### src/backend_pkg.sv
package backend_pkg;

    localparam int ISSUE_WIDTH = 2;
    localparam int REG_ADDR_WIDTH = 5;
    localparam int PIPE_WIDTH = 4;

    typedef logic [31:0] bus32_t;

    // LoongArch major opcode fields
    localparam logic [16:0] OP_ADD_W = 17'h00020;
    localparam logic [16:0] OP_SUB_W = 17'h00022;
    localparam logic [16:0] OP_AND = 17'h00029;
    localparam logic [16:0] OP_OR = 17'h0002a;
    localparam logic [16:0] OP_XOR = 17'h0002b;
    localparam logic [16:0] OP_MUL_W = 17'h00038;
    localparam logic [9:0] OP_ADDI_W = 10'h00a;
    localparam logic [6:0] OP_LU12I_W = 7'h0a;
    localparam logic [5:0] OP_B = 6'h14;
    localparam logic [5:0] OP_BEQ = 6'h16;
    localparam logic [5:0] OP_BNE = 6'h17;

    typedef enum logic [3:0] {
        ALU_NOP,
        ALU_ADD,
        ALU_SUB,
        ALU_AND,
        ALU_OR,
        ALU_XOR,
        ALU_LUI,
        ALU_MUL,
        ALU_BEQ,
        ALU_BNE,
        ALU_B
    } alu_op_t;

    typedef struct packed {
        logic valid;
        bus32_t pc;
        bus32_t inst;
        alu_op_t alu_op;
        logic [REG_ADDR_WIDTH-1:0] rj;
        logic [REG_ADDR_WIDTH-1:0] rk;
        logic [REG_ADDR_WIDTH-1:0] rd;
        logic we;
        logic imm_sel;
        bus32_t imm;
        bus32_t br_off;
    } id_dispatch_t;

    typedef struct packed {
        logic valid;
        bus32_t pc;
        bus32_t inst;
        alu_op_t alu_op;
        bus32_t src1;
        bus32_t src2;
        logic [REG_ADDR_WIDTH-1:0] rd;
        logic we;
        bus32_t br_off;
    } dispatch_ex_t;

    typedef struct packed {
        logic valid;
        bus32_t pc;
        bus32_t inst;
        logic we;
        logic [REG_ADDR_WIDTH-1:0] rd;
        bus32_t result;
    } ex_wb_t;

    typedef struct packed {
        logic we;
        logic [REG_ADDR_WIDTH-1:0] rd;
        bus32_t data;
    } reg_pf_t;

    typedef struct packed {
        logic pause_decoder;
        logic pause_dispatch;
        logic pause_execute;
    } pause_t;

endpackage

### src/wb.sv
`timescale 1ns/1ns

module wb
    import backend_pkg::*;
(
    input logic clk,
    input logic reset_i,
    input logic flush_i,
    input ex_wb_t [ISSUE_WIDTH-1:0] wb_i,
    output reg_pf_t [ISSUE_WIDTH-1:0] wb_reg_pf_o,
    output ex_wb_t [ISSUE_WIDTH-1:0] wb_o
);

    // results arriving from execute's register are forwarded here,
    // the committed pair reaches dispatch through the regfile bypass
    always_comb begin
        for (int i = 0; i < ISSUE_WIDTH; i++) begin
            wb_reg_pf_o[i].we = wb_i[i].valid && wb_i[i].we;
            wb_reg_pf_o[i].rd = wb_i[i].rd;
            wb_reg_pf_o[i].data = wb_i[i].result;
        end
    end

    always_ff @(posedge clk) begin
        if (reset_i || flush_i) begin
            wb_o <= '0;
        end else begin
            wb_o <= wb_i;
        end
    end

endmodule
### config.mk
export PLATFORM = sky130hd
export DESIGN_NAME = wb
export DESIGN_NICKNAME = d
export VERILOG_FILES = /design/src/backend_pkg.sv /design/src/wb.sv
export SDC_FILE = /design/constraint.sdc
export NUM_CORES = 1
export LEC_CHECK = 0
export ABC_AREA = 1
export BUFFER_PORTS_ARGS = -buffer_cell sky130_fd_sc_hd__buf_2
export CORE_AREA = 2 2 190 192
export DETAILED_ROUTE_END_ITERATION = 12
export DIE_AREA = 0 0 192 194
export GPL_TIMING_DRIVEN = 0
export SLEW_MARGIN = 20
export SYNTH_ARGS = -nofsm -noshare
export SYNTH_HDL_FRONTEND = slang
export SYNTH_SLANG_ARGS = --single-unit
### constraint.sdc
create_clock -name clk -period 1.09 [get_ports clk]
set_clock_uncertainty 0.2 [all_clocks]
set_input_delay 0.218 -clock clk [delete_from_list [all_inputs] [get_ports clk]]
set_output_delay 0.218 -clock clk [all_outputs]
set_load 0.02 [all_outputs]
==> out/qor.txt <==
number of diodes -> 0
First DRT Iteration DRCs -> 136
total area of sequential cells -> 4380 µm²
drt wl/cell -> 14.4 µm
Worst Hold Slack -> 0.0268 ns
Yosys warnings -> 0
largest registers -> wb_o (206)
initial core utilization -> 18.5%
critical path class -> reg -> out
crit path buf inv count -> 1
CTS buffer count -> 23
final setup margin -> -0.324 ns
failing checks -> setup timing
gr ovfl total -> 0
detailed placer's ending HPWL -> 17800 µm
WL met3 -> 2520 µm
metal2 WL -> 14300 µm
Max Clock Freq -> 0.707 GHz
Most flops, register -> wb_o
Power Density -> 1360 nW/µm²
Max Buffers Root-to-Sink -> 3
largest family of logic cells by synthesized area -> buffers and inverters
Synth Area in Compound Gates -> 0%
cell family with the largest share of critical-path delay -> flip-flops
syn_nets -> 930
htree depth -> 1
max reg flops -> 206
initial antenna violation count -> 0
pin count of the biggest net entering global routing -> 14
proportion of synthesized area in mux cells -> 0%
Setup TNS -> -56.36 ns
synthesized area per cell -> 9.02 µm²
final number of max-transition violations -> 0
Post-Synth XOR/XNOR Area -> 0%
Worst IR Drop VDD -> 0.00108 V
count of different cell masters after synthesis -> 11
Final min period -> 1.41 ns
worst path required time -> 0.67 ns
RSZ-0062 raised after global routing -> true
Post-CTS Setup Inserts -> 0
Post-Synth Simple-Gate Area -> 12.6%
Reg clk slew, reported paths -> 0.06 ns
final core utilization -> 39.4%
Nets -> 1651
Crit path largest cell delay -> 0.36 ns
sequential area share after synthesis -> 63.4%
Final GP Congestion -> 0.832
Top Metal Used -> met4
fillers -> 3237
synth top area cells -> dfxtp_1 63%, inv_1 12%, nor2_1 11%
Leak -> 0.00743 µW
critical path arrival -> 1.00 ns
post-synth top area cell -> dfxtp_1
CTS tree -> yes
core area -> 35200 µm²
period utilization -> 130%
M1 wire length -> 9670 µm
io pins -> 491
slowest stage cell, crit path -> dfxtp_4
die area -> 37200 µm²
CP Cell Sequence -> buf_6
multi-input gate area in the final layout -> 817 µm²
post-synthesis cell area -> 6500 µm²
crit path capture type -> output port
Max-Cap Viols -> 0
first-pass GRT wire length -> 40400 µm
Slew @ Worst Pin -> 0.282 ns
number of routed nets with antenna violations -> 0
# setup viols final -> 206
ratio of cells with drive above 1 in the final layout -> 57.7%
post-synth top area share -> 63.4%
clk root buf -> clkbuf_16
Site Rows -> 69
vias in the first global route -> 7537
DR vias -> 6953
Slew HR -> 81.2%
P&R area growth vs syn -> 114%
Pre-antenna DRT Iters -> 4
Post-Synth Adder-Cell Area -> 0%
CTS Sinks -> 206
chip height -> 194 µm
Cells after Synth -> 721
crit-path max FO -> 1
Total Power -> 18800 µW
Hold Fails Final Rpt -> 0
wirelength, routed -> 27500 µm
CP startpoint kind -> register
I/O Buffers -> 490
number of remaining DRC errors -> 0
status -> finished, violations left
post-synthesis register bit count -> 206
GRT Overall Usage -> 14.1%
Min-Delay Path Class -> in -> reg
Die X -> 192 µm
DR vias/cell -> 3.63
## final cells by class
| class | count | share of cell area [%] |
|---|---|---|
| clock inverters | 7 | 0.487 |
| repair buffers | 696 | 41.8 |
| multi-input cells | 209 | 5.88 |
| plain buffers | 96 | 5.58 |
| inverters | 210 | 5.68 |
| flip-flops and latches | 206 | 31.6 |
| well taps | 461 | 4.15 |
| clock buffers | 33 | 4.85 |
## per-layer routing
| layer | up-vias | GRT usage, % |
|---|---|---|
| met5 | - | 0 |
| met4 | 0 | 6.08 |
| met2 | 369 | 27.2 |
| met1 | 3194 | 13.7 |
| li1 | 3327 | - |
| met3 | 63 | 3.89 |
## synthesized netlist by cell type, drive strengths merged
cell	number
dfxtp	206
inv	210
buf	96
nor2	206
nand2	3
## power by group
part           total [µW]  internal, µW  switching [µW]
Clock                7550          4510            3030
Sequential           8050          7900             154
Combinational        3240          1740            1500
## kinds of logic (layout without fill, tap and decap cells)
group,after synthesis,in the layout
and+or+nand+nor,209,209
buffers and inverters,306,1042
DFF,206,206
## through the flow
stage,instances,setup WS (ns),cell area [µm²]
detailed placement,1672,-0.306,9530
finish,1918,-0.324,13900
CTS,1918,-0.346,13900
global route,1918,-0.353,13900
global placement,1672,-0.314,9530
floorplan,721,0.0613,6500
## path summary, 6_finish.rpt
| path | start | endpoint | depth (start not counted) |
|---|---|---|---|
| setup / recovery | wb_o[39] | wb_o[39] | 1 |
| hold / removal | reset_i | wb_o[172] | 5 |
## what timing repair did
action,in CTS,in global routing
endpoints found under the setup margin,207,206
resized for setup,618,2
hold buffers,206,0
hold endpoints to repair,206,0
## layout by cell type, fill, tap and decap left out, types with 6 or more instances in the layout
| master | synthesis | routed |
|---|---|---|
| buf_2 | 10 | 293 |
| buf_6 | 3 | 209 |
| nor2_2 | 10 | 10 |
| nor2_1 | 196 | 196 |
| dfxtp_2 | 0 | 205 |
| dlygate4sd3_1 | 0 | 206 |
| buf_8 | 9 | 9 |
| inv_1 | 208 | 208 |
| clkbuf_8 | 0 | 6 |
| buf_4 | 74 | 75 |
| clkbuf_16 | 0 | 23 |
No activity file was read; power rests on OpenSTA's default activity.
