### src/backend_pkg.sv
package backend_pkg;

    localparam int ISSUE_WIDTH = 2;
    localparam int REG_ADDR_WIDTH = 5;
    localparam int PIPE_WIDTH = 4;

    typedef logic [31:0] bus32_t;

    // LoongArch major opcode fields
    localparam logic [16:0] OP_ADD_W = 17'h00020;
    localparam logic [16:0] OP_SUB_W = 17'h00022;
    localparam logic [16:0] OP_AND = 17'h00029;
    localparam logic [16:0] OP_OR = 17'h0002a;
    localparam logic [16:0] OP_XOR = 17'h0002b;
    localparam logic [16:0] OP_MUL_W = 17'h00038;
    localparam logic [9:0] OP_ADDI_W = 10'h00a;
    localparam logic [6:0] OP_LU12I_W = 7'h0a;
    localparam logic [5:0] OP_B = 6'h14;
    localparam logic [5:0] OP_BEQ = 6'h16;
    localparam logic [5:0] OP_BNE = 6'h17;

    typedef enum logic [3:0] {
        ALU_NOP,
        ALU_ADD,
        ALU_SUB,
        ALU_AND,
        ALU_OR,
        ALU_XOR,
        ALU_LUI,
        ALU_MUL,
        ALU_BEQ,
        ALU_BNE,
        ALU_B
    } alu_op_t;

    typedef struct packed {
        logic valid;
        bus32_t pc;
        bus32_t inst;
        alu_op_t alu_op;
        logic [REG_ADDR_WIDTH-1:0] rj;
        logic [REG_ADDR_WIDTH-1:0] rk;
        logic [REG_ADDR_WIDTH-1:0] rd;
        logic we;
        logic imm_sel;
        bus32_t imm;
        bus32_t br_off;
    } id_dispatch_t;

    typedef struct packed {
        logic valid;
        bus32_t pc;
        bus32_t inst;
        alu_op_t alu_op;
        bus32_t src1;
        bus32_t src2;
        logic [REG_ADDR_WIDTH-1:0] rd;
        logic we;
        bus32_t br_off;
    } dispatch_ex_t;

    typedef struct packed {
        logic valid;
        bus32_t pc;
        bus32_t inst;
        logic we;
        logic [REG_ADDR_WIDTH-1:0] rd;
        bus32_t result;
    } ex_wb_t;

    typedef struct packed {
        logic we;
        logic [REG_ADDR_WIDTH-1:0] rd;
        bus32_t data;
    } reg_pf_t;

    typedef struct packed {
        logic pause_decoder;
        logic pause_dispatch;
        logic pause_execute;
    } pause_t;

endpackage

### src/backend_if.sv
`timescale 1ns/1ns

interface dispatch_regfile
    import backend_pkg::*;
();

    // rj and rk of each lane
    logic [2*ISSUE_WIDTH-1:0][REG_ADDR_WIDTH-1:0] raddr;
    bus32_t [2*ISSUE_WIDTH-1:0] rdata;

    modport master(
        output raddr,
        input rdata
    );

    modport slave(
        input raddr,
        output rdata
    );

endinterface

### src/dispatch.sv
`timescale 1ns/1ns

module dispatch
    import backend_pkg::*;
(
    input logic clk,
    input logic reset_i,
    input logic pause_i,
    input logic flush_i,
    input id_dispatch_t [ISSUE_WIDTH-1:0] dispatch_i,
    input reg_pf_t [ISSUE_WIDTH-1:0] ex_reg_pf_i,
    input reg_pf_t [ISSUE_WIDTH-1:0] wb_reg_pf_i,
    dispatch_regfile.master regfile_master,
    output dispatch_ex_t [ISSUE_WIDTH-1:0] ex_o
);

    dispatch_ex_t [ISSUE_WIDTH-1:0] next;

    // later matches override earlier ones: wb then execute, lane 0 then lane 1
    function automatic bus32_t forward(
        input logic [REG_ADDR_WIDTH-1:0] addr,
        input bus32_t rf_data,
        input reg_pf_t [ISSUE_WIDTH-1:0] ex_pf,
        input reg_pf_t [ISSUE_WIDTH-1:0] wb_pf
    );
        bus32_t value;
        value = rf_data;
        if (addr != '0) begin
            for (int i = 0; i < ISSUE_WIDTH; i++) begin
                if (wb_pf[i].we && wb_pf[i].rd == addr) begin
                    value = wb_pf[i].data;
                end
            end
            for (int i = 0; i < ISSUE_WIDTH; i++) begin
                if (ex_pf[i].we && ex_pf[i].rd == addr) begin
                    value = ex_pf[i].data;
                end
            end
        end
        return value;
    endfunction

    always_comb begin
        for (int i = 0; i < ISSUE_WIDTH; i++) begin
            regfile_master.raddr[2*i] = dispatch_i[i].rj;
            regfile_master.raddr[2*i+1] = dispatch_i[i].rk;
        end
    end

    always_comb begin
        for (int i = 0; i < ISSUE_WIDTH; i++) begin
            next[i].valid = dispatch_i[i].valid;
            next[i].pc = dispatch_i[i].pc;
            next[i].inst = dispatch_i[i].inst;
            next[i].alu_op = dispatch_i[i].alu_op;
            next[i].rd = dispatch_i[i].rd;
            next[i].we = dispatch_i[i].we;
            next[i].br_off = dispatch_i[i].br_off;
            next[i].src1 = forward(dispatch_i[i].rj, regfile_master.rdata[2*i],
                                   ex_reg_pf_i, wb_reg_pf_i);
            if (dispatch_i[i].imm_sel) begin
                next[i].src2 = dispatch_i[i].imm;
            end else begin
                next[i].src2 = forward(dispatch_i[i].rk, regfile_master.rdata[2*i+1],
                                       ex_reg_pf_i, wb_reg_pf_i);
            end
        end
    end

    always_ff @(posedge clk) begin
        if (reset_i || flush_i) begin
            ex_o <= '0;
        end else if (!pause_i) begin
            ex_o <= next;
        end
    end

endmodule

### src/flat_wrapper.sv
// flat-port wrapper written by rule: the top's interface ports become plain ports
module dispatch_flat import backend_pkg::*;
  (clk, reset_i, pause_i, flush_i, dispatch_i, ex_reg_pf_i, wb_reg_pf_i, ex_o, regfile_master_raddr, regfile_master_rdata);
  dispatch_regfile regfile_master_i ();
  input logic clk;
  input logic reset_i;
  input logic pause_i;
  input logic flush_i;
  input id_dispatch_t [ISSUE_WIDTH-1:0] dispatch_i;
  input reg_pf_t [ISSUE_WIDTH-1:0] ex_reg_pf_i;
  input reg_pf_t [ISSUE_WIDTH-1:0] wb_reg_pf_i;
  output dispatch_ex_t [ISSUE_WIDTH-1:0] ex_o;
  output wire logic [$bits(regfile_master_i.raddr)-1:0] regfile_master_raddr;
  input wire logic [$bits(regfile_master_i.rdata)-1:0] regfile_master_rdata;
  assign regfile_master_raddr = regfile_master_i.raddr;
  assign regfile_master_i.rdata = regfile_master_rdata;
  dispatch u_core (.clk(clk), .reset_i(reset_i), .pause_i(pause_i), .flush_i(flush_i), .dispatch_i(dispatch_i), .ex_reg_pf_i(ex_reg_pf_i), .wb_reg_pf_i(wb_reg_pf_i), .regfile_master(regfile_master_i), .ex_o(ex_o));
endmodule
### config.mk
export PLATFORM = sky130hd
export DESIGN_NAME = dispatch_flat
export DESIGN_NICKNAME = d
export VERILOG_FILES = /design/src/backend_pkg.sv /design/src/backend_if.sv /design/src/dispatch.sv /design/src/flat_wrapper.sv
export SDC_FILE = /design/constraint.sdc
export NUM_CORES = 1
export LEC_CHECK = 0
export ABC_AREA = 1
export BUFFER_PORTS_ARGS = -buffer_cell sky130_fd_sc_hd__buf_4
export CORE_AREA = 2 2 365 367
export CTS_BUF_LIST = sky130_fd_sc_hd__clkbuf_2 sky130_fd_sc_hd__clkbuf_4 sky130_fd_sc_hd__clkbuf_8
export CTS_CLUSTER_DIAMETER = 30
export DETAILED_ROUTE_END_ITERATION = 8
export DIE_AREA = 0 0 367 369
export HOLD_SLACK_MARGIN = 0.06
export SYNTH_ARGS = -nofsm -noshare
export SYNTH_HDL_FRONTEND = slang
export SYNTH_SLANG_ARGS = --single-unit
### constraint.sdc
create_clock -name clk -period 2.3 [get_ports clk]
set_clock_uncertainty 0.05 [all_clocks]
set_input_delay 0.345 -clock clk [delete_from_list [all_inputs] [get_ports clk]]
set_output_delay 0.345 -clock clk [all_outputs]
set_load 0.02 [all_outputs]
==> impl_metrics.yaml <==
timing:
  fin_ws_ns: 0.0600
  slew_headroom_pct: 48.4
  finalCritPeriodShare_pct: 97.4
  drv_slew: 0
  rsz0062_at_grt: "no"
  period_minus_slack_ns: 2.24
  max_freq_ghz: 0.446
  setup_viol: 0
  worst_pin_slew_ns: 0.774
  whs_ns: 0.170
  final-hold-violation-count: 0
global_routing:
  track_usage_pct: 23.8
  grt_pass1_wl_um: 234000
  antenna_found_initial: 40
  grt_pass1_vias: 31800
  grt_overflow: 0
  grt_max_degree: 129
min_path:
  worstHoldStart: "pause_i"
  whs_path_depth: 4
  hold_class: "in -> reg"
  worstHoldEndpoint: "u_core.ex_o[298]"
place:
  post-place-ws_ns: -0.135
  io_buffers: 945
  hpwl_um: 126000
  place.gp.congestion: 0.995
floorplan:
  design.core.area_sq_mm: 0.131
  die_x_um: 367
  start_util_pct: 15.9
  die_h_um: 369
  dieArea_sq_mm: 0.135
  num_rows: 133
  ioPinCount: 946
synth:
  synthCells: 3401
  seq_area_frac_synth_pct: 32.9
  synth.mux.area_fraction_pct: 0
  synth_compound_area_share_pct: 21.7
  synth_top_area_cell: "dfxtp_1"
  syn-num-nets: 3985
  ys.flop_type: "dfxtp_1"
  synth_top_area_share_pct: 32.9
  synth_top_family_by_area: "simple AND/OR/NAND/NOR gates"
  synth_edf_count: 0
  syn-mean-instance-area_sq_um: 6.12
  synth-xor-area-share_pct: 0.379
  synth_fa_ha_area_share_pct: 0
  yosys.cell_types.count: 29
  yosys-top-cells-area: "dfxtp_1 33%, nand2_1 16%, a21oi_1 15%"
  syn-cell-area_sq_mm: 0.0208
  synth_async_sr_flop_share_pct: 0
  synthSimpleGateAreaFrac_pct: 34.4
  ys_warn_count: 0
  ys_ff_latch: 342
final_layout:
  reg.largest.list: "u_core.ex_o (342)"
  largest_reg_flops: 342
  layout_common_cells: "1012 x buf_4, 913 x nand2_1, 612 x a21oi_1"
  final_common_cell: "buf_4"
  largest_register: "u_core.ex_o"
  nFillCells: 14200
  areaGrowthSynthToFinish_pct: 87.0
  drive_gt1_share_pct: 27.1
  layout.nets: 5407
critical_path:
  worstPathArrival_ns: 2.92
  cp-end-kind: "register"
  critical_path.top_delay_family: "buffers and inverters"
  worstPathCellList: "buf_4, inv_1, nand3_1, nor3_4, buf_12, a21oi_1, dlygate4sd3_1, a21oi_1, dlygate4sd3_1"
  cp.depth: 9
  rr_worst_depth: 3
  worst-path-max-fanout: 65
  crit_required_ns: 2.98
  critical-path-slowest-cell: "dlygate4sd3_1"
  r2r_slack_ns: 0.89
  cp.buffers_inverters: 5
  r2r_end: "u_core.ex_o[0]"
  r2r-start: "u_core.ex_o[0]"
  crit_path_max_incr_delay_ns: 0.58
  crit_type: "in -> reg"
  critPathLaunchType: "input port"
detailed_routing:
  drt_iter0_markers: 2983
  vias_per_cell: 4.80
  ant_nets: 0
  route.detailed.drc: 0
  first_pass_iters: 5
  drt-wirelength-per-cell_um: 25.3
  vias: 32100
  wirelength_um: 169000
clock_network:
  clk_pin_slew_ns: 0.05
  cts_tree: "yes"
  insertion_delay_ns: 0.84
  cts_max_level: 3
  cts_made_buffers: 114
  cts_root_buf: "clkbuf_8"
  clockBufferDepth: 3
  cts.sinks: 342
pwr:
  p_leak_nw: 18.2
  p_total_mw: 23.4
  p_per_area_mw_per_mm2: 602
  peakVddDrop_uv: 429
job:
  cap_violations: 0
run_status:
  status: "finished, final reports clean"
## cell type report
class                   instances  area (sq um)  area share [%]
repair buffers               1611         14100            36.1
flip-flops and latches        342          6850            17.6
diodes                         21          52.6           0.135
clock buffers                 146          1970            5.07
multi-input cells            2513         12000            30.9
well taps                    1755          2200            5.64
inverters                     241           932            2.40
clock inverters                66           833            2.14
## worst register-to-register path: stages, from the launching register on
cell and delay [ns]:
dfxtp_1 0.34, nand2_1 0.08, a21oi_1 0.26, dlygate4sd3_1 0.61
## report_power, final
part	total (mW)	internal (mW)	switching, mW	leakage [nW]
logic	5.48	2.30	3.19	14.1
registers	6.30	6.16	0.136	2.79
clock network	11.7	7.30	4.35	1.38
total	23.4	15.8	7.68	18.2
## cells in the mapped netlist (3+ instances only)
cell type	instances
clkbuf_1	224
buf_4	20
buf_6	3
nor3_1	3
nand3_1	395
nor3_2	3
buf_1	8
nand4_1	162
inv_2	14
nand2_1	913
o21ai_1	5
o211ai_1	65
xor2_1	9
o21ai_0	140
nor2_1	165
o22ai_1	24
buf_2	50
inv_1	226
dfxtp_1	342
a21oi_1	616
## metrics by stage
| stage | setup TNS (ns) | util [%] | std cells | cell area [sq um] |
|---|---|---|---|---|
| floorplan | 0 | - | 3401 | 20800 |
| CTS | 0 | 29.6 | 6672 | 38800 |
| detailed placement | -0.533 | 23.2 | 5908 | 30500 |
| global placement | -0.452 | 23.2 | 5908 | 30500 |
| finish | 0 | 29.7 | 6695 | 38900 |
| global route | 0 | 29.7 | 6686 | 38900 |
## cell families (layout without fill, tap and decap cells)
family                 count (synthesis)  count (layout)
other                                  0              21
buffers and inverters                546            2064
AND/OR/NAND/NOR                     1647            1647
AO/OA/AOI/OAI                        857             857
flip-flops                           342             342
XOR/XNOR                               9               9
## worst max-delay path by stage
| stage | from | end | slack [ns] |
|---|---|---|---|
| after global routing | dispatch_i[71] | u_core.ex_o[58] | 0.04 |
| after CTS | wb_reg_pf_i[74] | u_core.ex_o[210] | 0.05 |
| after detailed placement | dispatch_i[71] | u_core.ex_o[57] | -0.13 |
| after global placement | dispatch_i[71] | u_core.ex_o[57] | -0.12 |
| final | dispatch_i[78] | u_core.ex_o[82] | 0.06 |
| after floorplan | dispatch_i[77] | u_core.ex_o[71] | 0.54 |
## timing repair
action / CTS / global route
gates resized for setup: 0 / 10
hold buffers: 552 / 0
endpoints found under the hold margin: 342 / 0
endpoints found under the setup margin: 0 / 2
buffers inserted: 0 / 2
## routing by layer
| metal | share of wire [%] | vias up | routed length, um | global-route usage [%] |
|---|---|---|---|---|
| met5 | 0.11 | - | 182 | 0 |
| met4 | 5.4 | 26 | 9130 | 12.5 |
| met3 | 10 | 456 | 17200 | 7.64 |
| met2 | 47 | 2030 | 79800 | 39.3 |
| met1 | 37 | 15200 | 63300 | 27.2 |
| li1 | - | 14400 | - | - |
(Power assumes the default switching activity.)
