File: src/backend_pkg.sv
package backend_pkg;

    localparam int ISSUE_WIDTH = 2;
    localparam int REG_ADDR_WIDTH = 5;
    localparam int PIPE_WIDTH = 4;

    typedef logic [31:0] bus32_t;

    // LoongArch major opcode fields
    localparam logic [16:0] OP_ADD_W = 17'h00020;
    localparam logic [16:0] OP_SUB_W = 17'h00022;
    localparam logic [16:0] OP_AND = 17'h00029;
    localparam logic [16:0] OP_OR = 17'h0002a;
    localparam logic [16:0] OP_XOR = 17'h0002b;
    localparam logic [16:0] OP_MUL_W = 17'h00038;
    localparam logic [9:0] OP_ADDI_W = 10'h00a;
    localparam logic [6:0] OP_LU12I_W = 7'h0a;
    localparam logic [5:0] OP_B = 6'h14;
    localparam logic [5:0] OP_BEQ = 6'h16;
    localparam logic [5:0] OP_BNE = 6'h17;

    typedef enum logic [3:0] {
        ALU_NOP,
        ALU_ADD,
        ALU_SUB,
        ALU_AND,
        ALU_OR,
        ALU_XOR,
        ALU_LUI,
        ALU_MUL,
        ALU_BEQ,
        ALU_BNE,
        ALU_B
    } alu_op_t;

    typedef struct packed {
        logic valid;
        bus32_t pc;
        bus32_t inst;
        alu_op_t alu_op;
        logic [REG_ADDR_WIDTH-1:0] rj;
        logic [REG_ADDR_WIDTH-1:0] rk;
        logic [REG_ADDR_WIDTH-1:0] rd;
        logic we;
        logic imm_sel;
        bus32_t imm;
        bus32_t br_off;
    } id_dispatch_t;

    typedef struct packed {
        logic valid;
        bus32_t pc;
        bus32_t inst;
        alu_op_t alu_op;
        bus32_t src1;
        bus32_t src2;
        logic [REG_ADDR_WIDTH-1:0] rd;
        logic we;
        bus32_t br_off;
    } dispatch_ex_t;

    typedef struct packed {
        logic valid;
        bus32_t pc;
        bus32_t inst;
        logic we;
        logic [REG_ADDR_WIDTH-1:0] rd;
        bus32_t result;
    } ex_wb_t;

    typedef struct packed {
        logic we;
        logic [REG_ADDR_WIDTH-1:0] rd;
        bus32_t data;
    } reg_pf_t;

    typedef struct packed {
        logic pause_decoder;
        logic pause_dispatch;
        logic pause_execute;
    } pause_t;

endpackage

File: src/decoder.sv
`timescale 1ns/1ns

module decoder
    import backend_pkg::*;
(
    input logic clk,
    input logic reset_i,
    input logic pause_i,
    input logic flush_i,
    input bus32_t [ISSUE_WIDTH-1:0] pc_i,
    input bus32_t [ISSUE_WIDTH-1:0] inst_i,
    input logic [ISSUE_WIDTH-1:0] inst_valid_i,
    output logic [ISSUE_WIDTH-1:0] send_inst_en_o,
    output id_dispatch_t [ISSUE_WIDTH-1:0] dispatch_o
);

    id_dispatch_t [ISSUE_WIDTH-1:0] dec;
    logic lane1_ok;

    // unread sources stay at r0 so they never look like a dependency
    function automatic id_dispatch_t decode(input bus32_t pc, input bus32_t inst);
        id_dispatch_t d;
        alu_op_t op3r;
        d = '0;
        d.pc = pc;
        d.inst = inst;
        d.rd = inst[4:0];
        d.imm = {{20{inst[21]}}, inst[21:10]};
        d.br_off = {{14{inst[25]}}, inst[25:10], 2'b00};
        case (inst[31:15])
            OP_ADD_W: op3r = ALU_ADD;
            OP_SUB_W: op3r = ALU_SUB;
            OP_AND:   op3r = ALU_AND;
            OP_OR:    op3r = ALU_OR;
            OP_XOR:   op3r = ALU_XOR;
            OP_MUL_W: op3r = ALU_MUL;
            default:  op3r = ALU_NOP;
        endcase
        if (op3r != ALU_NOP) begin
            d.alu_op = op3r;
            d.rj = inst[9:5];
            d.rk = inst[14:10];
            d.we = 1'b1;
        end else if (inst[31:22] == OP_ADDI_W) begin
            d.alu_op = ALU_ADD;
            d.rj = inst[9:5];
            d.imm_sel = 1'b1;
            d.we = 1'b1;
        end else if (inst[31:25] == OP_LU12I_W) begin
            d.alu_op = ALU_LUI;
            d.imm = {{12{inst[24]}}, inst[24:5]};
            d.imm_sel = 1'b1;
            d.we = 1'b1;
        end else if (inst[31:26] == OP_BEQ || inst[31:26] == OP_BNE) begin
            d.alu_op = inst[26] ? ALU_BNE : ALU_BEQ;
            d.rj = inst[9:5];
            // compared against rd
            d.rk = inst[4:0];
        end else if (inst[31:26] == OP_B) begin
            d.alu_op = ALU_B;
            d.br_off = {{4{inst[9]}}, inst[9:0], inst[25:10], 2'b00};
        end
        return d;
    endfunction

    function automatic logic is_branch(input alu_op_t op);
        return op == ALU_BEQ || op == ALU_BNE || op == ALU_B;
    endfunction

    always_comb begin
        for (int i = 0; i < ISSUE_WIDTH; i++) begin
            dec[i] = decode(pc_i[i], inst_i[i]);
        end
        lane1_ok = inst_valid_i[1] && !is_branch(dec[0].alu_op) && !is_branch(dec[1].alu_op)
                   && dec[1].alu_op != ALU_MUL
                   && !(dec[0].we && dec[0].rd != '0
                        && (dec[1].rj == dec[0].rd || dec[1].rk == dec[0].rd));
        send_inst_en_o[0] = inst_valid_i[0] && !pause_i && !flush_i && !reset_i;
        send_inst_en_o[1] = send_inst_en_o[0] && lane1_ok;
        for (int i = 0; i < ISSUE_WIDTH; i++) begin
            dec[i].valid = send_inst_en_o[i];
        end
    end

    always_ff @(posedge clk) begin
        if (reset_i || flush_i) begin
            dispatch_o <= '0;
        end else if (!pause_i) begin
            dispatch_o <= dec;
        end
    end

endmodule

File: config.mk
export PLATFORM = sky130hd
export DESIGN_NAME = decoder
export DESIGN_NICKNAME = d
export VERILOG_FILES = /design/src/backend_pkg.sv /design/src/decoder.sv
export SDC_FILE = /design/constraint.sdc
export NUM_CORES = 1
export LEC_CHECK = 0
export BUFFER_PORTS_ARGS = -buffer_cell sky130_fd_sc_hd__clkbuf_2
export CAP_MARGIN = 20
export CORE_AREA = 5 5 168 170
export CTS_CLUSTER_DIAMETER = 100
export CTS_CLUSTER_SIZE = 20
export DETAILED_ROUTE_END_ITERATION = 16
export DIE_AREA = 0 0 173 175
export GPL_TIMING_DRIVEN = 0
export HOLD_SLACK_MARGIN = 0.15
export SETUP_SLACK_MARGIN = 0.02
export SLEW_MARGIN = 20
export SYNTH_ARGS = -nofsm -noshare
export SYNTH_HDL_FRONTEND = slang
export SYNTH_SLANG_ARGS = --single-unit
export TNS_END_PERCENT = 30
File: constraint.sdc
create_clock -name clk -period 4.1 [get_ports clk]
set_input_delay 0.82 -clock clk [delete_from_list [all_inputs] [get_ports clk]]
set_output_delay 0.82 -clock clk [all_outputs]
set_load 0.01 [all_outputs]
==> impl_metrics.tcl, run 1 <==
set metrics [dict create \
    place.gp.congestion 0.875 \
    syn_inst 1110 \
    synth_area_leaders "dfxtp_1 45%, mux2i_1 14%, nor2_1 9.1%" \
    cts.reportedPaths.clkPinSlew_ns 0.09 \
    startpoint_type "input pin" \
    overflow 0 \
    largest_register "dispatch_o" \
    drive_above_1_share_pct 35.1 \
    hold_violations 0 \
    final_cells 1895 \
    via_per_inst 4.89 \
    fin_util_pct 47.8 \
    root_buffer "clkbuf_16" \
    grt_pass1_wl_mm 53.9 \
    finalHoldWorstSlack_ns 0.471 \
    vdd_drop_max_mv 0.421 \
    ys_seq_area_share_pct 45.4 \
    n_fill_cell 2704 \
    start_util_pct 36.5 \
    die_w_um 173 \
    largest_register_ffs 220 \
    avgSynthCellArea_um2 8.73 \
    hpwl_mm 28.0 \
    cts_sinks 220 \
    crit_buf_inv 3 \
    fin_skew_ns 0 \
    tightest_slew_ns 0.855 \
    dieArea_mm2 0.0303 \
    drv_cap 0 \
    antenna_left 0 \
    drc_errors 0 \
    yosysTopAreaCell "dfxtp_1" \
    n_antenna_cell 0 \
    cts_inserted_buffers 14 \
    ys.flop_type "dfxtp_1" \
    ioPinCount 436 \
    core_area_mm2 0.0266 \
    port-buffer-count 421 \
    leakagePower_uw 0.00614 \
    finalSetupViolations 0 \
    grt_max_degree 21 \
    ys_warn_count 0 \
    rsz0062_at_grt "no" \
    finalCritPeriodShare_pct 97.6 \
    status "finished, final reports clean" \
    die_y_um 175 \
    r2r_end "dispatch_o[212]" \
    rr_startpoint "dispatch_o[212]" \
    p_per_area_mw_per_mm2 336 \
    path_delay_family "simple AND/OR/NAND/NOR gates" \
    first_pass_iters 6 \
    drtIter0Drc 514 \
    cp_max_fo 4 \
    slew-limit-headroom_pct 43.0 \
    crit_arrival_ns 3.18 \
    rows 60 \
    htree_levels 1 \
    slowest_stage "or4_4" \
    drv_slew 0 \
    r2r.worst_path.cells 2 \
    vias 9266 \
    min-delay-start "dispatch_o[149]" \
    max_stage_delay_ns 0.58 \
    fin_crit_ns 4.00 \
    max_clock_freq_mhz 250 \
    cts_buffer_depth 3 \
    grt_pass1_vias 9042 \
    hold-path-cell-count 2 \
    hold_path_end "dispatch_o[149]" \
    hold_class "flop to flop" \
    antenna_found_initial 0 \
    wl_mm 35.6 \
    synth-edff-count 0 \
    wire_per_inst_um 18.8 \
    insertion_delay_ns 0.47 \
    criticalPathCategory "input pin to primary output" \
    syn_area_mm2 0.00969 \
    tritoncts "yes" \
    critPathRequiredTime_ns 3.28 \
    ys_types 58 \
    netlist.area_leader.share_pct 45.4 \
    cts_hold_buffers 0 \
    crit_path_cell_trace "buf_2 > or4b_4 > or4_4 > o211ai_4 > nor4b_4 > o22ai_1 > a21oi_1 > nor2b_1 > buf_4 > buf_6" \
    async_reset_ff_share_pct 0 \
    synth_seq_cells 220 \
    numPlacedInstances 1875 \
    reg_top3 "dispatch_o: 220 flops" \
    grt_use_total_pct 22.2 \
    finalNetCount 1689 \
    r2r_slack_ns 3.20 \
    cp-end-kind "primary output" \
    area_delta_synth_final_pct 31.2 \
]
-- per-layer routing --
layer | part of all wire [%] | vias to the layer above | global-route usage [%]
met5 | 0 | - | 0
met4 | 1.9 | 0 | 4.16
met3 | 8.5 | 43 | 6.17
met2 | 47 | 397 | 38.0
met1 | 42 | 4274 | 28.2
li1 | - | 4552 | -
-- cells by family after synthesis --
logic type             Yosys count  synth area share [%]
flip-flops                     220                  45.4
AO/OA/AOI/OAI                  174                  11.3
other                            1                0.0387
XOR/XNOR                         5                 0.452
buffers and inverters          178                  10.2
AND/OR/NAND/NOR                397                  18.6
multiplexers                   135                  13.9
-- power by group --
group / internal (uW) / total, uW / switching (uW)
combinational: 272 / 658 / 386
clock: 653 / 1380 / 726
sequential: 2200 / 2240 / 41.2
-- cell type report --
| type | instances | area [um2] | share of cell area, % |
|---|---|---|---|
| Multi-Input combinational cell | 715 | 4360 | 34.3 |
| Tap cell | 341 | 427 | 3.36 |
| Clock buffer | 15 | 375 | 2.95 |
| Timing Repair Buffer | 426 | 2150 | 16.9 |
| Sequential cell | 220 | 4400 | 34.6 |
| Inverter | 8 | 30.0 | 0.236 |
| Buffer | 170 | 965 | 7.59 |
-- synthesized netlist by cell type (all sizes together) (2+ instances only) --
cell type and number:
inv 8, nor2b 30, a21o 11, nor2 235, mux2i 135, a22oi 19
a211oi 14, nor4 2, and3 2, xor2 4, o31ai 2, or3 6
a222oi 2, nand2b 7, or4 3, o21ai 3, o211ai 2, and4b 2
nor4b 4, nor3 23, nand4 2, a221oi 7, and2 3, dfxtp 220
buf 95, nand3b 2, nor3b 8, or2 2, a31oi 13, nand3 6
nand2 53, a21oi 93, clkbuf 75, nor4bb 3
-- worst max path at each step --
| stage | from | endpoint | slack (ns) | cells after the start |
|---|---|---|---|---|
| after floorplan | inst_i[59] | send_inst_en_o[1] | 0.27 | 10 |
| after global placement | inst_i[49] | send_inst_en_o[1] | -0.1 | 10 |
| after detailed placement | inst_i[59] | send_inst_en_o[1] | -0.1 | 11 |
| after CTS | inst_i[63] | send_inst_en_o[1] | 0.02 | 11 |
| after global routing | inst_i[49] | send_inst_en_o[1] | 0.01 | 10 |
| final | inst_i[49] | send_inst_en_o[1] | 0.1 | 10 |
-- worst register-to-register path, delay by kind of cell (launching register included) --
| kind | cells | cell delay, ns |
|---|---|---|
| DFF | 1 | 0.60 |
| and+or+nand+nor | 2 | 0.23 |
-- through the flow --
stage,instance area [um2],worst slack [ns],power (uW),setup TNS (ns)
final,12700,0.0980,4280,0
after global routing,12700,0.0118,4470,0
after CTS,12600,0.0203,4330,0
after detailed placement,12200,-0.0978,2940,-0.0978
after global placement,12200,-0.0962,2940,-0.0962
after floorplan,9700,0.267,2650,0
-- placed cells by master, fill, tap and decap left out, types with 3 or more instances in the layout --
cell       Yosys  final
xor2_1         4      4
nor2_1       235    234
or4_4          1      3
a221oi_1       6      6
nor2b_1       30     30
o21ai_0        3      3
nor4b_1        3      3
clkbuf_2       0    420
nor3_1        22     22
conb_1         1      4
nor4bb_1       3      3
buf_4         82     87
buf_1          9      9
nand2b_1       7      7
clkbuf_16      0     15
or3_1          6      6
a21oi_1       93     93
inv_1          8      8
buf_2          3      3
a31oi_1       13     13
a211oi_1      14     12
nand2_1       53     53
a22oi_1       19     19
nor3b_1        8      8
a21o_1        11     11
buf_6          1      3
clkbuf_1      75     74
dfxtp_1      220    220
mux2i_1      135    135
nand3_1        6      6
-- timing repair --
item	4_1_cts	5_1_grt
pin swaps	1	7
endpoints found under the hold margin	0	0
endpoints found under the setup margin	1	1
setup buffers	1	4
gates resized for setup	1	16
Note: power is estimated with default switching activity, not from simulation.
==> run 2: changes to the inputs <==
--- a/config.mk
+++ b/config.mk
@@ -7,11 +7,11 @@
 export LEC_CHECK = 0
 export BUFFER_PORTS_ARGS = -buffer_cell sky130_fd_sc_hd__clkbuf_2
 export CAP_MARGIN = 20
-export CORE_AREA = 5 5 168 170
+export CORE_AREA = 2 2 170 172
 export CTS_CLUSTER_DIAMETER = 100
 export CTS_CLUSTER_SIZE = 20
 export DETAILED_ROUTE_END_ITERATION = 16
-export DIE_AREA = 0 0 173 175
+export DIE_AREA = 0 0 172 174
 export GPL_TIMING_DRIVEN = 0
 export HOLD_SLACK_MARGIN = 0.15
 export SETUP_SLACK_MARGIN = 0.02
==> run 2 against run 1 <==
  * Clock-buffer cell count is the same
  * Combinational power about the same
  * Setup slack better by 0.0095 ns
  * Power about the same
  * Die area is 1.1% lower
  * Core utilization decreased by 2.7 points
  * Critical path depth grew 1
==> impl_metrics.tcl, run 2 (synthesized netlist as in run 1, its figures left out) <==
set metrics [dict create \
    place.gp.congestion 0.901 \
    criticalPathCategory "input pin to primary output" \
    via_per_inst 4.78 \
    status "finished, final reports clean" \
    startpoint_type "input pin" \
    drc_errors 0 \
    cts_buffer_depth 3 \
    start_util_pct 34.3 \
    first_pass_iters 5 \
    setup_tns_ns 0 \
    drive_above_1_share_pct 35.1 \
    n_fill_cell 2968 \
    ioPinCount 436 \
    dieArea_mm2 0.0299 \
    cp_max_fo 10 \
    vias 9266 \
    final_area_mm2 0.0128 \
    grt_max_degree 21 \
    htree_levels 1 \
    grt_pass1_vias 8688 \
    critPathRequiredTime_ns 3.28 \
    finalSetupViolations 0 \
    fin_crit_ns 3.99 \
    finalHoldWorstSlack_ns 0.473 \
    largest_register "dispatch_o" \
    drtIter0Drc 542 \
    cts.reportedPaths.clkPinSlew_ns 0.08 \
    slew-limit-headroom_pct 37.6 \
    power.total_uw 4280 \
    rows 62 \
    overflow 0 \
    hpwl_mm 27.6 \
    antenna_found_initial 2 \
    final_cell_mix "422 x clkbuf_2, 234 x nor2_1, 220 x dfxtp_1" \
    grt_use_total_pct 22.5 \
    cts_sinks 220 \
    tightest_slew_ns 0.936 \
    hold_violations 0 \
    leakagePower_uw 0.00614 \
    rsz0062_at_grt "no" \
    p_per_area_mw_per_mm2 335 \
    crit_arrival_ns 3.17 \
    cts_hold_buffers 0 \
    drv_slew 0 \
    grt_pass1_wl_mm 51.6 \
    die_y_um 174 \
    largest_register_ffs 220 \
    port-buffer-count 421 \
    area_delta_synth_final_pct 31.6 \
    drv_cap 0 \
    wl_mm 35.3 \
    vdd_drop_max_mv 0.272 \
    tritoncts "yes" \
    max_clock_freq_mhz 250 \
    antenna_left 0 \
    r2r_slack_ns 3.21 \
    cts_inserted_buffers 14 \
    reg_top3 "dispatch_o: 220 flops" \
    wire_per_inst_um 18.2 \
    fin_skew_ns 0 \
    hold_class "flop to flop" \
    final_common_cell "clkbuf_2" \
    finalNetCount 1687 \
    die_w_um 172 \
    finalCritPeriodShare_pct 97.4 \
    core_area_mm2 0.0282 \
    cp-end-kind "primary output" \
    insertion_delay_ns 0.48 \
    placed_cell_area_mm2 0.0123 \
    root_buffer "clkbuf_16" \
]
run 2: area by class of cell:
class	instances	area (um2)	area share (%)
Antenna cell	2	5.00	0.0392
Buffer	170	965	7.56
Clock buffer	15	375	2.94
Inverter	8	30.0	0.235
Multi-Input combinational cell	715	4370	34.2
Sequential cell	220	4400	34.5
Tap cell	384	480	3.77
Timing Repair Buffer	424	2130	16.7
run 2: path summary, 6_finish.rpt:
path	to	from	cells past startpoint
setup / recovery	send_inst_en_o[1]	inst_i[59]	11
hold / removal	dispatch_o[223]	dispatch_o[223]	2
setup reg to reg	dispatch_o[212]	dispatch_o[212]	2
hold reg to reg	dispatch_o[223]	dispatch_o[223]	2
run 2: timing repair:
item,4_1_cts,5_1_grt
setup buffers,1,2
pin swaps,1,5
resized for setup,4,13
endpoints found under the setup margin,1,1
gates cloned,0,0
run 2: metal layers:
layer	track usage, %	share of wire, %	vias up
met5	0	0	-
met4	5.99	2.3	0
met3	6.08	9.8	46
met2	38.9	49	425
met1	27.5	39	4249
li1	-	-	4546
run 2: worst max-delay path: stages:
cell      delay, ns
buf_6          0.12
or4_1          0.54
buf_6          0.16
or4_4          0.46
o211ai_4       0.25
nor4b_4        0.24
o22ai_2        0.12
a21oi_2        0.15
nor2b_1        0.05
buf_4          0.13
clkbuf_2       0.12
run 2: through the flow:
stage | worst slack, ns | std cells | util [%]
floorplan | 0.267 | 1113 | -
global placement | -0.126 | 1918 | 43.5
CTS | 0.0301 | 1934 | 44.9
detailed placement | -0.109 | 1918 | 43.5
finish | 0.107 | 1938 | 45.2
global route | 0.0300 | 1937 | 45.2
run 2: power breakdown:
group          internal, uW  switching (uW)  total (uW)
sequential             2200            41.7        2240
combinational           271             385         657
clock                   653             729        1380
