### config.mk
export PLATFORM = sky130hd
export DESIGN_NAME = execute
export DESIGN_NICKNAME = d
export VERILOG_FILES = /design/src/backend_pkg.sv /design/src/execute.sv
export SDC_FILE = /design/constraint.sdc
export NUM_CORES = 1
export LEC_CHECK = 0
export BUFFER_PORTS_ARGS = -buffer_cell sky130_fd_sc_hd__buf_2
export CAP_MARGIN = 10
export CORE_AREA = 3 3 253 255
export CTS_BUF_LIST = sky130_fd_sc_hd__clkbuf_8 sky130_fd_sc_hd__clkbuf_16
export DETAILED_ROUTE_END_ITERATION = 8
export DIE_AREA = 0 0 256 258
export GPL_TIMING_DRIVEN = 0
export PLACE_DENSITY = 0.7
export SYNTH_ARGS = -nofsm -noshare
export SYNTH_HDL_FRONTEND = slang
export SYNTH_SLANG_ARGS = --single-unit
### constraint.sdc
create_clock -name clk -period 26.4 [get_ports clk]
set_clock_uncertainty 0.2 [all_clocks]
set_input_delay 2.64 -clock clk [delete_from_list [all_inputs] [get_ports clk]]
set_output_delay 2.64 -clock clk [all_outputs]
set_load 0.05 [all_outputs]
### src/backend_pkg.sv
package backend_pkg;

    localparam int ISSUE_WIDTH = 2;
    localparam int REG_ADDR_WIDTH = 5;
    localparam int PIPE_WIDTH = 4;

    typedef logic [31:0] bus32_t;

    // LoongArch major opcode fields
    localparam logic [16:0] OP_ADD_W = 17'h00020;
    localparam logic [16:0] OP_SUB_W = 17'h00022;
    localparam logic [16:0] OP_AND = 17'h00029;
    localparam logic [16:0] OP_OR = 17'h0002a;
    localparam logic [16:0] OP_XOR = 17'h0002b;
    localparam logic [16:0] OP_MUL_W = 17'h00038;
    localparam logic [9:0] OP_ADDI_W = 10'h00a;
    localparam logic [6:0] OP_LU12I_W = 7'h0a;
    localparam logic [5:0] OP_B = 6'h14;
    localparam logic [5:0] OP_BEQ = 6'h16;
    localparam logic [5:0] OP_BNE = 6'h17;

    typedef enum logic [3:0] {
        ALU_NOP,
        ALU_ADD,
        ALU_SUB,
        ALU_AND,
        ALU_OR,
        ALU_XOR,
        ALU_LUI,
        ALU_MUL,
        ALU_BEQ,
        ALU_BNE,
        ALU_B
    } alu_op_t;

    typedef struct packed {
        logic valid;
        bus32_t pc;
        bus32_t inst;
        alu_op_t alu_op;
        logic [REG_ADDR_WIDTH-1:0] rj;
        logic [REG_ADDR_WIDTH-1:0] rk;
        logic [REG_ADDR_WIDTH-1:0] rd;
        logic we;
        logic imm_sel;
        bus32_t imm;
        bus32_t br_off;
    } id_dispatch_t;

    typedef struct packed {
        logic valid;
        bus32_t pc;
        bus32_t inst;
        alu_op_t alu_op;
        bus32_t src1;
        bus32_t src2;
        logic [REG_ADDR_WIDTH-1:0] rd;
        logic we;
        bus32_t br_off;
    } dispatch_ex_t;

    typedef struct packed {
        logic valid;
        bus32_t pc;
        bus32_t inst;
        logic we;
        logic [REG_ADDR_WIDTH-1:0] rd;
        bus32_t result;
    } ex_wb_t;

    typedef struct packed {
        logic we;
        logic [REG_ADDR_WIDTH-1:0] rd;
        bus32_t data;
    } reg_pf_t;

    typedef struct packed {
        logic pause_decoder;
        logic pause_dispatch;
        logic pause_execute;
    } pause_t;

endpackage

### src/execute.sv
`timescale 1ns/1ns

module execute
    import backend_pkg::*;
(
    input logic clk,
    input logic reset_i,
    input dispatch_ex_t [ISSUE_WIDTH-1:0] ex_i,
    output logic pause_request_o,
    output logic branch_flush_o,
    output bus32_t new_pc_o,
    output reg_pf_t [ISSUE_WIDTH-1:0] ex_reg_pf_o,
    output ex_wb_t [ISSUE_WIDTH-1:0] wb_o
);

    logic [1:0] mul_cnt;
    bus32_t mul_acc;
    bus32_t mul_sum;
    logic mul_busy;
    logic taken;
    bus32_t [ISSUE_WIDTH-1:0] result;

    function automatic bus32_t alu(input dispatch_ex_t op);
        case (op.alu_op)
            ALU_ADD: return op.src1 + op.src2;
            ALU_SUB: return op.src1 - op.src2;
            ALU_AND: return op.src1 & op.src2;
            ALU_OR:  return op.src1 | op.src2;
            ALU_XOR: return op.src1 ^ op.src2;
            ALU_LUI: return {op.src2[19:0], 12'b0};
            default: return '0;
        endcase
    endfunction

    // one byte of the multiplier per cycle, low byte first
    always_comb begin
        mul_sum = (mul_cnt == 2'd0) ? '0 : mul_acc;
        for (int b = 0; b < 8; b++) begin
            if (ex_i[0].src2[8*mul_cnt+b]) begin
                mul_sum = mul_sum + (ex_i[0].src1 << (8*mul_cnt + b));
            end
        end
    end

    assign mul_busy = ex_i[0].valid && ex_i[0].alu_op == ALU_MUL && mul_cnt != 2'd3;
    assign pause_request_o = mul_busy;

    // branches only ever sit in lane 0
    always_comb begin
        case (ex_i[0].alu_op)
            ALU_BEQ: taken = ex_i[0].src1 == ex_i[0].src2;
            ALU_BNE: taken = ex_i[0].src1 != ex_i[0].src2;
            ALU_B:   taken = 1'b1;
            default: taken = 1'b0;
        endcase
    end

    assign branch_flush_o = ex_i[0].valid && taken;
    assign new_pc_o = ex_i[0].pc + ex_i[0].br_off;

    always_comb begin
        for (int i = 0; i < ISSUE_WIDTH; i++) begin
            result[i] = (ex_i[i].alu_op == ALU_MUL) ? mul_sum : alu(ex_i[i]);
            ex_reg_pf_o[i].we = ex_i[i].valid && ex_i[i].we && !mul_busy;
            ex_reg_pf_o[i].rd = ex_i[i].rd;
            ex_reg_pf_o[i].data = result[i];
        end
    end

    always_ff @(posedge clk) begin
        mul_acc <= mul_sum;
    end

    always_ff @(posedge clk) begin
        if (reset_i) begin
            mul_cnt <= '0;
            wb_o <= '0;
        end else begin
            mul_cnt <= mul_busy ? mul_cnt + 2'd1 : 2'd0;
            for (int i = 0; i < ISSUE_WIDTH; i++) begin
                wb_o[i].valid <= ex_i[i].valid && !mul_busy && !(i > 0 && branch_flush_o);
                wb_o[i].pc <= ex_i[i].pc;
                wb_o[i].inst <= ex_i[i].inst;
                wb_o[i].we <= ex_i[i].we;
                wb_o[i].rd <= ex_i[i].rd;
                wb_o[i].result <= result[i];
            end
        end
    end

endmodule

==> results of run 1 <==
==> Yosys cell counts, types with 41 or more instances <==
master	count
a31oi_1	51
o21bai_1	58
a221o_1	49
nor2_1	360
o21a_1	43
a21o_1	95
ha_1	406
o21ai_0	275
and2_1	85
mux2i_1	55
nand3_1	69
nor4_1	41
xnor2_1	197
a21oi_1	268
nor3_1	80
mux2_2	52
clkbuf_1	157
dfxtp_1	240
nor2b_1	186
xor2_1	62
o211ai_1	44
inv_1	278
nand2_1	296
==> cells by family (layout without fill, tap and decap cells) <==
| group | count (synthesis) | after routing | synth area share |
|---|---|---|---|
| AO/OA/AOI/OAI | 1293 | 1293 | 0.284 |
| XOR/XNOR | 261 | 261 | 0.0738 |
| adder cells (fa/ha/maj) | 444 | 444 | 0.177 |
| buffers and inverters | 487 | 1175 | 0.0604 |
| flip-flops | 240 | 240 | 0.154 |
| multiplexers | 109 | 109 | 0.0376 |
| other | 0 | 11 | 0 |
| AND/OR/NAND/NOR | 1327 | 1327 | 0.213 |
==> cell type report <==
type / count / area share
Multi-Input combinational cell: 3434 / 0.671
Sequential cell: 240 / 0.132
Timing Repair Buffer: 636 / 0.0882
Inverter: 283 / 0.0291
Tap cell: 837 / 0.0287
Buffer: 204 / 0.0225
Clock buffer: 31 / 0.0203
Clock inverter: 21 / 0.00741
Antenna cell: 11 / 0.000755
==> per-stage QoR <==
step	cells	util	hold WS, ns	area [um^2]
2_1_floorplan	4161	-	0.427	31200
3_3_place_gp	5624	0.572	0.567	35300
3_5_place_dp	5633	0.573	0.605	35400
4_1_cts	5685	0.589	0.619	36400
5_1_grt	5695	0.590	0.652	36500
6_report	5697	0.590	0.612	36500
==> worst max-delay path: cells and delay by family (launching register included) <==
family                   cells  cell delay [ns]
AO/OA/AOI/OAI               31             7.76
buffers and inverters       17             5.58
AND/OR/NAND/NOR             18             3.93
adder cells (fa/ha/maj)      9             2.86
XOR/XNOR                     4             0.84
flip-flops                   1             0.36
==> flip-flops by register name, indices dropped and copies added, names as in the netlist <==
register / count
mul_acc: 32
mul_cnt: 2
wb_o: 206
==> layer usage <==
layer  part of all wire  global-route usage  up-vias
met5            0.00073                   0        -
met4              0.061               0.199       14
met3               0.11              0.0978      384
met2               0.44               0.606     1934
met1               0.39               0.474    16200
li1                   -                   -    16500
==> where the power goes <==
group	internal [uW]	leakage, uW	total, uW	switching, uW
combinational	822	0.0147	2290	1470
sequential	414	0.00199	429	15.5
clock	252	0.000489	425	173
total	1490	0.0172	3150	1660
==> worst paths after layout <==
kind	slack, ns	start	endpoint
hold / removal	0.61	mul_acc[0]	mul_acc[0]
setup reg to reg	4.86	mul_cnt[0]	wb_o[30]
hold reg to reg	0.61	mul_acc[0]	mul_acc[0]
setup / recovery	1.62	mul_cnt[0]	ex_reg_pf_o[28]
==> summary.txt, run 1 <==
Route
  – Iter 0 DRT Violations: 3892
  – WL final: between 100 and 150 mm
  – Vias per cell: 6.15
  – Vias: 35000
  – WL/cell: 23.6 um
  – DRC Markers: 0
  – First-pass iteration count of the detailed router: 9
  – Remaining antenna violation count: 0

Finish
  – Sequential Area: approximately 4800 um^2
  – Filler cell count: slightly below 6000
  – Share of layout cells above drive strength 1: 0.175
  – P&R area growth vs syn: 17.0%
  – Nets: between 5000 and 6000
  – Area of the multi-input gates: 24500 um^2
  – Most common cell after layout, fill and taps aside: buf_2
  – Commonest non-fill, non-tap cells in the layout: 637 x buf_2, 406 x ha_1, 360 x nor2_1, 296 x nand2_1, 281 x inv_1

Timing
  – Setup tns final: 0 ns
  – Final worst slack: roughly 1.6 ns
  – Setup violations, final: 0
  – Crit share post-route: 0.938
  – Slew Viols, Final: 0
  – Slew HR: 0.0834
  – Final Critical Period: 24.78 ns
  – RSZ-0062 raised after global routing: false
  – Final hold vios: 0
  – Least-Margin Pin Slew: 1.37 ns
  – Max Freq: 40.4 MHz

Critical path
  – Worst r2r path cells: 79
  – Cell mode on critical path: clkbuf_1
  – CP arrival: 21.94 ns
  – Crit start category: flop
  – Worst-path maximum fanout: 10
  – Critical path's slowest cell: or4_1
  – Largest stage delay, worst path: 0.56 ns
  – Crit path kind: reg -> out
  – Required time of the critical path: 23.56 ns
  – Setup crit end kind: output pin

Yosys
  – Yosys cell types: roughly 110
  – Syn Std Cell Area: 31200 um^2
  – Post-synth EDFFs: 0
  – Post-synthesis cell count: ~4200
  – #FFs+latches synth: 240
  – Top-area cell type share of the netlist area: 0.163
  – Top cells by area, synth: ha_1 16%, dfxtp_1 15%, xnor2_1 5.5%
  – Synth Flop Type: dfxtp_1
  – Mean Syn Cell Area: 7.49 um^2
  – Yosys top cell by area: ha_1
  – Async SR Flop Fraction: 0
  – Register area share after synthesis: 0.154
  – Yosys warns: 0
  – Syn nets: 4916

Placed design
  – Post-detail-place hpwl: 111 mm
  – GPL Wtd Cong: ~1.1
  – Post-place setup slack: 2.72 ns
  – Port buffer count: between 600 and 700

CTS
  – CTS buffer count: 28
  – Post-cts repair resize count: 0
  – Clock root buffer: clkbuf_16
  – Worst skew pair latency: 0.62 ns
  – # H-tree levels: 1
  – CTS tree: built
  – Maximum root-to-sink buffer count: 3
  – Post-CTS Setup Inserts: 0
  – Hold buffer count at CTS: 0
  – Num Clock Sinks: 240
  – Clock-pin slew on the worst setup and hold paths: roughly 0.06 ns

Floorplanning
  – X dimension of the die: approximately 260 um
  – Die H: 258 um
  – I/O pins: 660
  – Core area: 61800 um^2
  – Die area: 66000 um^2
  – Starting density of the core: 0.504
  – Std cell rows: 91

Power and ir drop
  – Tot Pwr: 3150 uW
  – Peak VDD IR: about 0.065 mV
  – PwrDens: between 80 and 90 nW/um^2
  – Static Leak: 0.0172 uW

GRT
  – GRT Residual Overflow: 0
  – Pin count of the biggest net entering global routing: 16
  – Initial antenna violation count: 22
  – Vias in the first global route: 32000
  – Global-route wire length before repair: about 200 mm
  – Tot GR Track Use: 0.380

Outcome
  – Status: finished, final reports clean

Worst hold path
  – Worst hold path class: reg -> reg
  – Hold Path Cell Cnt: 2

Job
  – Max-cap violations: 0
(Power assumes the default switching activity.)
==> run 2: changes to the inputs <==
==> config.mk (replaced) <==
export PLATFORM = sky130hd
export DESIGN_NAME = execute
export DESIGN_NICKNAME = d
export VERILOG_FILES = /design/src/backend_pkg.sv /design/src/execute.sv
export SDC_FILE = /design/constraint.sdc
export NUM_CORES = 1
export LEC_CHECK = 0
export BUFFER_PORTS_ARGS = -buffer_cell sky130_fd_sc_hd__clkbuf_2
export CAP_MARGIN = 10
export CORE_AREA = 3 3 268 270
export CTS_BUF_LIST = sky130_fd_sc_hd__clkbuf_8 sky130_fd_sc_hd__clkbuf_16
export DETAILED_ROUTE_END_ITERATION = 8
export DIE_AREA = 0 0 271 273
export GPL_TIMING_DRIVEN = 0
export PLACE_DENSITY = 0.63
export SYNTH_ARGS = -nofsm -noshare
export SYNTH_HDL_FRONTEND = slang
export SYNTH_SLANG_ARGS = --single-unit
==> summary.txt, run 2 (synthesis results as in run 1) <==
Timing
  – Slew Viols, Final: 0 (unchanged)
  – Final hold vios: 0 (unchanged)
  – Final worst slack: 1.54 ns (was 1.62 ns)
  – Setup violations, final: 0 (unchanged)
  – WHS: 0.638 ns (was 0.612 ns)
  – Slew HR: 0.0341 (was 0.0834)
  – Setup tns final: 0 ns (unchanged)
  – Least-Margin Pin Slew: 1.44 ns (was 1.37 ns)
  – Final Critical Period: 24.86 ns (was 24.78 ns)
  – RSZ-0062 raised after global routing: false (unchanged)
  – Crit share post-route: 0.942 (was 0.938)
  – Max Freq: 40.2 MHz (was 40.4 MHz)

Worst hold path
  – HP Start: mul_acc[0] (unchanged)
  – Worst hold path class: reg -> reg (unchanged)

GRT
  – Initial antenna violation count: 8 (was 22)
  – Tot GR Track Use: 0.345 (was 0.380)
  – Global-route wire length before repair: 197 mm (was 195 mm)
  – Pin count of the biggest net entering global routing: 16 (unchanged)
  – GRT Residual Overflow: 0 (unchanged)
  – Vias in the first global route: 31800 (was 32000)

CTS
  – Hold buffer count at CTS: 0 (unchanged)
  – Post-cts repair resize count: 0 (unchanged)
  – # H-tree levels: 1 (unchanged)
  – Num Clock Sinks: 240 (unchanged)
  – CTS buffer count: 29 (was 28)
  – Post-CTS Setup Inserts: 0 (unchanged)
  – Maximum root-to-sink buffer count: 3 (unchanged)
  – Worst skew pair latency: 0.61 ns (was 0.62 ns)
  – Clock root buffer: clkbuf_16 (unchanged)
  – CTS tree: built (unchanged)
  – Clock-pin slew on the worst setup and hold paths: 0.06 ns (about the same)

Power and ir drop
  – PwrDens: 86.8 nW/um^2 (was 86.2 nW/um^2)
  – Peak VDD IR: 0.0677 mV (was 0.0654 mV)
  – Static Leak: 0.0172 uW (about the same)

Route
  – Iter 0 DRT Violations: 3222 (was 3892)
  – WL/cell: 23.5 um (was 23.6 um)
  – DRC Markers: 0 (unchanged)
  – First-pass iteration count of the detailed router: 9 (unchanged)
  – Remaining antenna violation count: 0 (unchanged)
  – WL final: 136 mm (was 134 mm)
  – Vias per cell: 5.96 (was 6.15)
  – Vias: 34500 (was 35000)

Placed design
  – Port buffer count: 626 (unchanged)
  – Post-place setup slack: 2.49 ns (was 2.72 ns)
  – GPL Wtd Cong: 1.03 (was 1.10)
  – Post-detail-place hpwl: 113 mm (was 111 mm)

Floorplanning
  – Starting density of the core: 0.447 (was 0.504)
  – Die area: 74000 um^2 (was 66000 um^2)
  – Std cell rows: 97 (was 91)
  – Die H: 273 um (was 258 um)
  – X dimension of the die: 271 um (was 256 um)
  – Core area: 69800 um^2 (was 61800 um^2)
  – I/O pins: 660 (unchanged)

Finish
  – Largest register by flop count: wb_o (unchanged)
  – Layout Utilization: 0.526 (was 0.590)
  – Max FFs per register: 206 (unchanged)
  – Share of layout cells above drive strength 1: 0.176 (was 0.175)
  – Top flop regs: wb_o: 206 flops, mul_acc: 32 flops, mul_cnt: 2 flops (unchanged)
  – Most common cell after layout, fill and taps aside: clkbuf_2 (was buf_2)
  – Commonest non-fill, non-tap cells in the layout: 627 x clkbuf_2, 406 x ha_1, 360 x nor2_1, 296 x nand2_1, 280 x inv_1 (was 637 x buf_2, 406 x ha_1, 360 x nor2_1, 296 x nand2_1, 281 x inv_1)
  – P&R area growth vs syn: 17.7% (was 17.0%)
  – Nets: 5586 (was 5582)

Critical path
  – CP arrival: 22.02 ns (was 21.94 ns)
  – Worst-path maximum fanout: 10 (unchanged)
  – Critical path's slowest cell: or4_1 (unchanged)
  – Crit start category: flop (unchanged)
  – Worst Setup SP: mul_cnt[0] (unchanged)
  – Cell mode on critical path: clkbuf_1 (unchanged)
  – Setup crit end kind: output pin (unchanged)
  – Required time of the critical path: 23.56 ns (about the same)
  – Largest stage delay, worst path: 0.57 ns (was 0.56 ns)
  – Crit path kind: reg -> out (unchanged)
  – Reg2reg start: mul_cnt[0] (unchanged)

Job
  – Max-cap violations: 0 (unchanged)

Outcome
  – Status: finished, final reports clean (unchanged)
[run 2: where the power goes]
group | internal, uW | leakage, uW | total [uW] | switching [uW]
logic | 818 | 0.0147 | 2310 | 1490
clock network | 275 | 0.000537 | 447 | 172
registers | 414 | 0.00199 | 429 | 15.0
total | 1510 | 0.0172 | 3180 | 1680
[run 2: worst paths after layout]
kind | to | slack (ns) | cells after the start
max | ex_reg_pf_o[28] | 1.54 | 78
min | mul_acc[0] | 0.64 | 2
max reg2reg | wb_o[134] | 4.85 | 80
min reg2reg | mul_acc[0] | 0.64 | 2
[run 2: final cells by class]
cell class | count | area, um^2
fillers | 7021 | 33100
multi-input cells | 3434 | 24500
flip-flops and latches | 240 | 4800
repair buffers | 639 | 3260
well taps | 940 | 1180
inverters | 283 | 1060
plain buffers | 204 | 822
clock buffers | 35 | 808
clock inverters | 17 | 251
diodes | 5 | 12.5
[run 2: critical path: cells and delay by family, from the launching register on]
kind	cells	cell delay [ns]
AOI/OAI and AO/OA	30	7.51
buffers and inverters	17	5.50
DFF	1	0.35
adders and majority gates	10	3.25
and+or+nand+nor	17	3.86
xor gates and xnor gates	4	0.88
[run 2: metrics by stage]
stage,instance area (um^2),cells,total power [uW]
2_1_floorplan,31200,4161,2060
3_3_place_gp,35500,5727,2660
3_5_place_dp,35600,5739,2670
4_1_cts,36700,5791,3130
5_1_grt,36700,5795,3380
6_report,36700,5797,3180
[run 2: layer usage]
| layer | track usage | share of wire | vias to the layer above |
|---|---|---|---|
| met4 | 0.138 | 0.047 | 4 |
| met1 | 0.444 | 0.42 | 16200 |
| met2 | 0.574 | 0.45 | 1563 |
| met5 | 0 | 0.00020 | - |
| li1 | - | - | 16500 |
| met3 | 0.0565 | 0.081 | 274 |
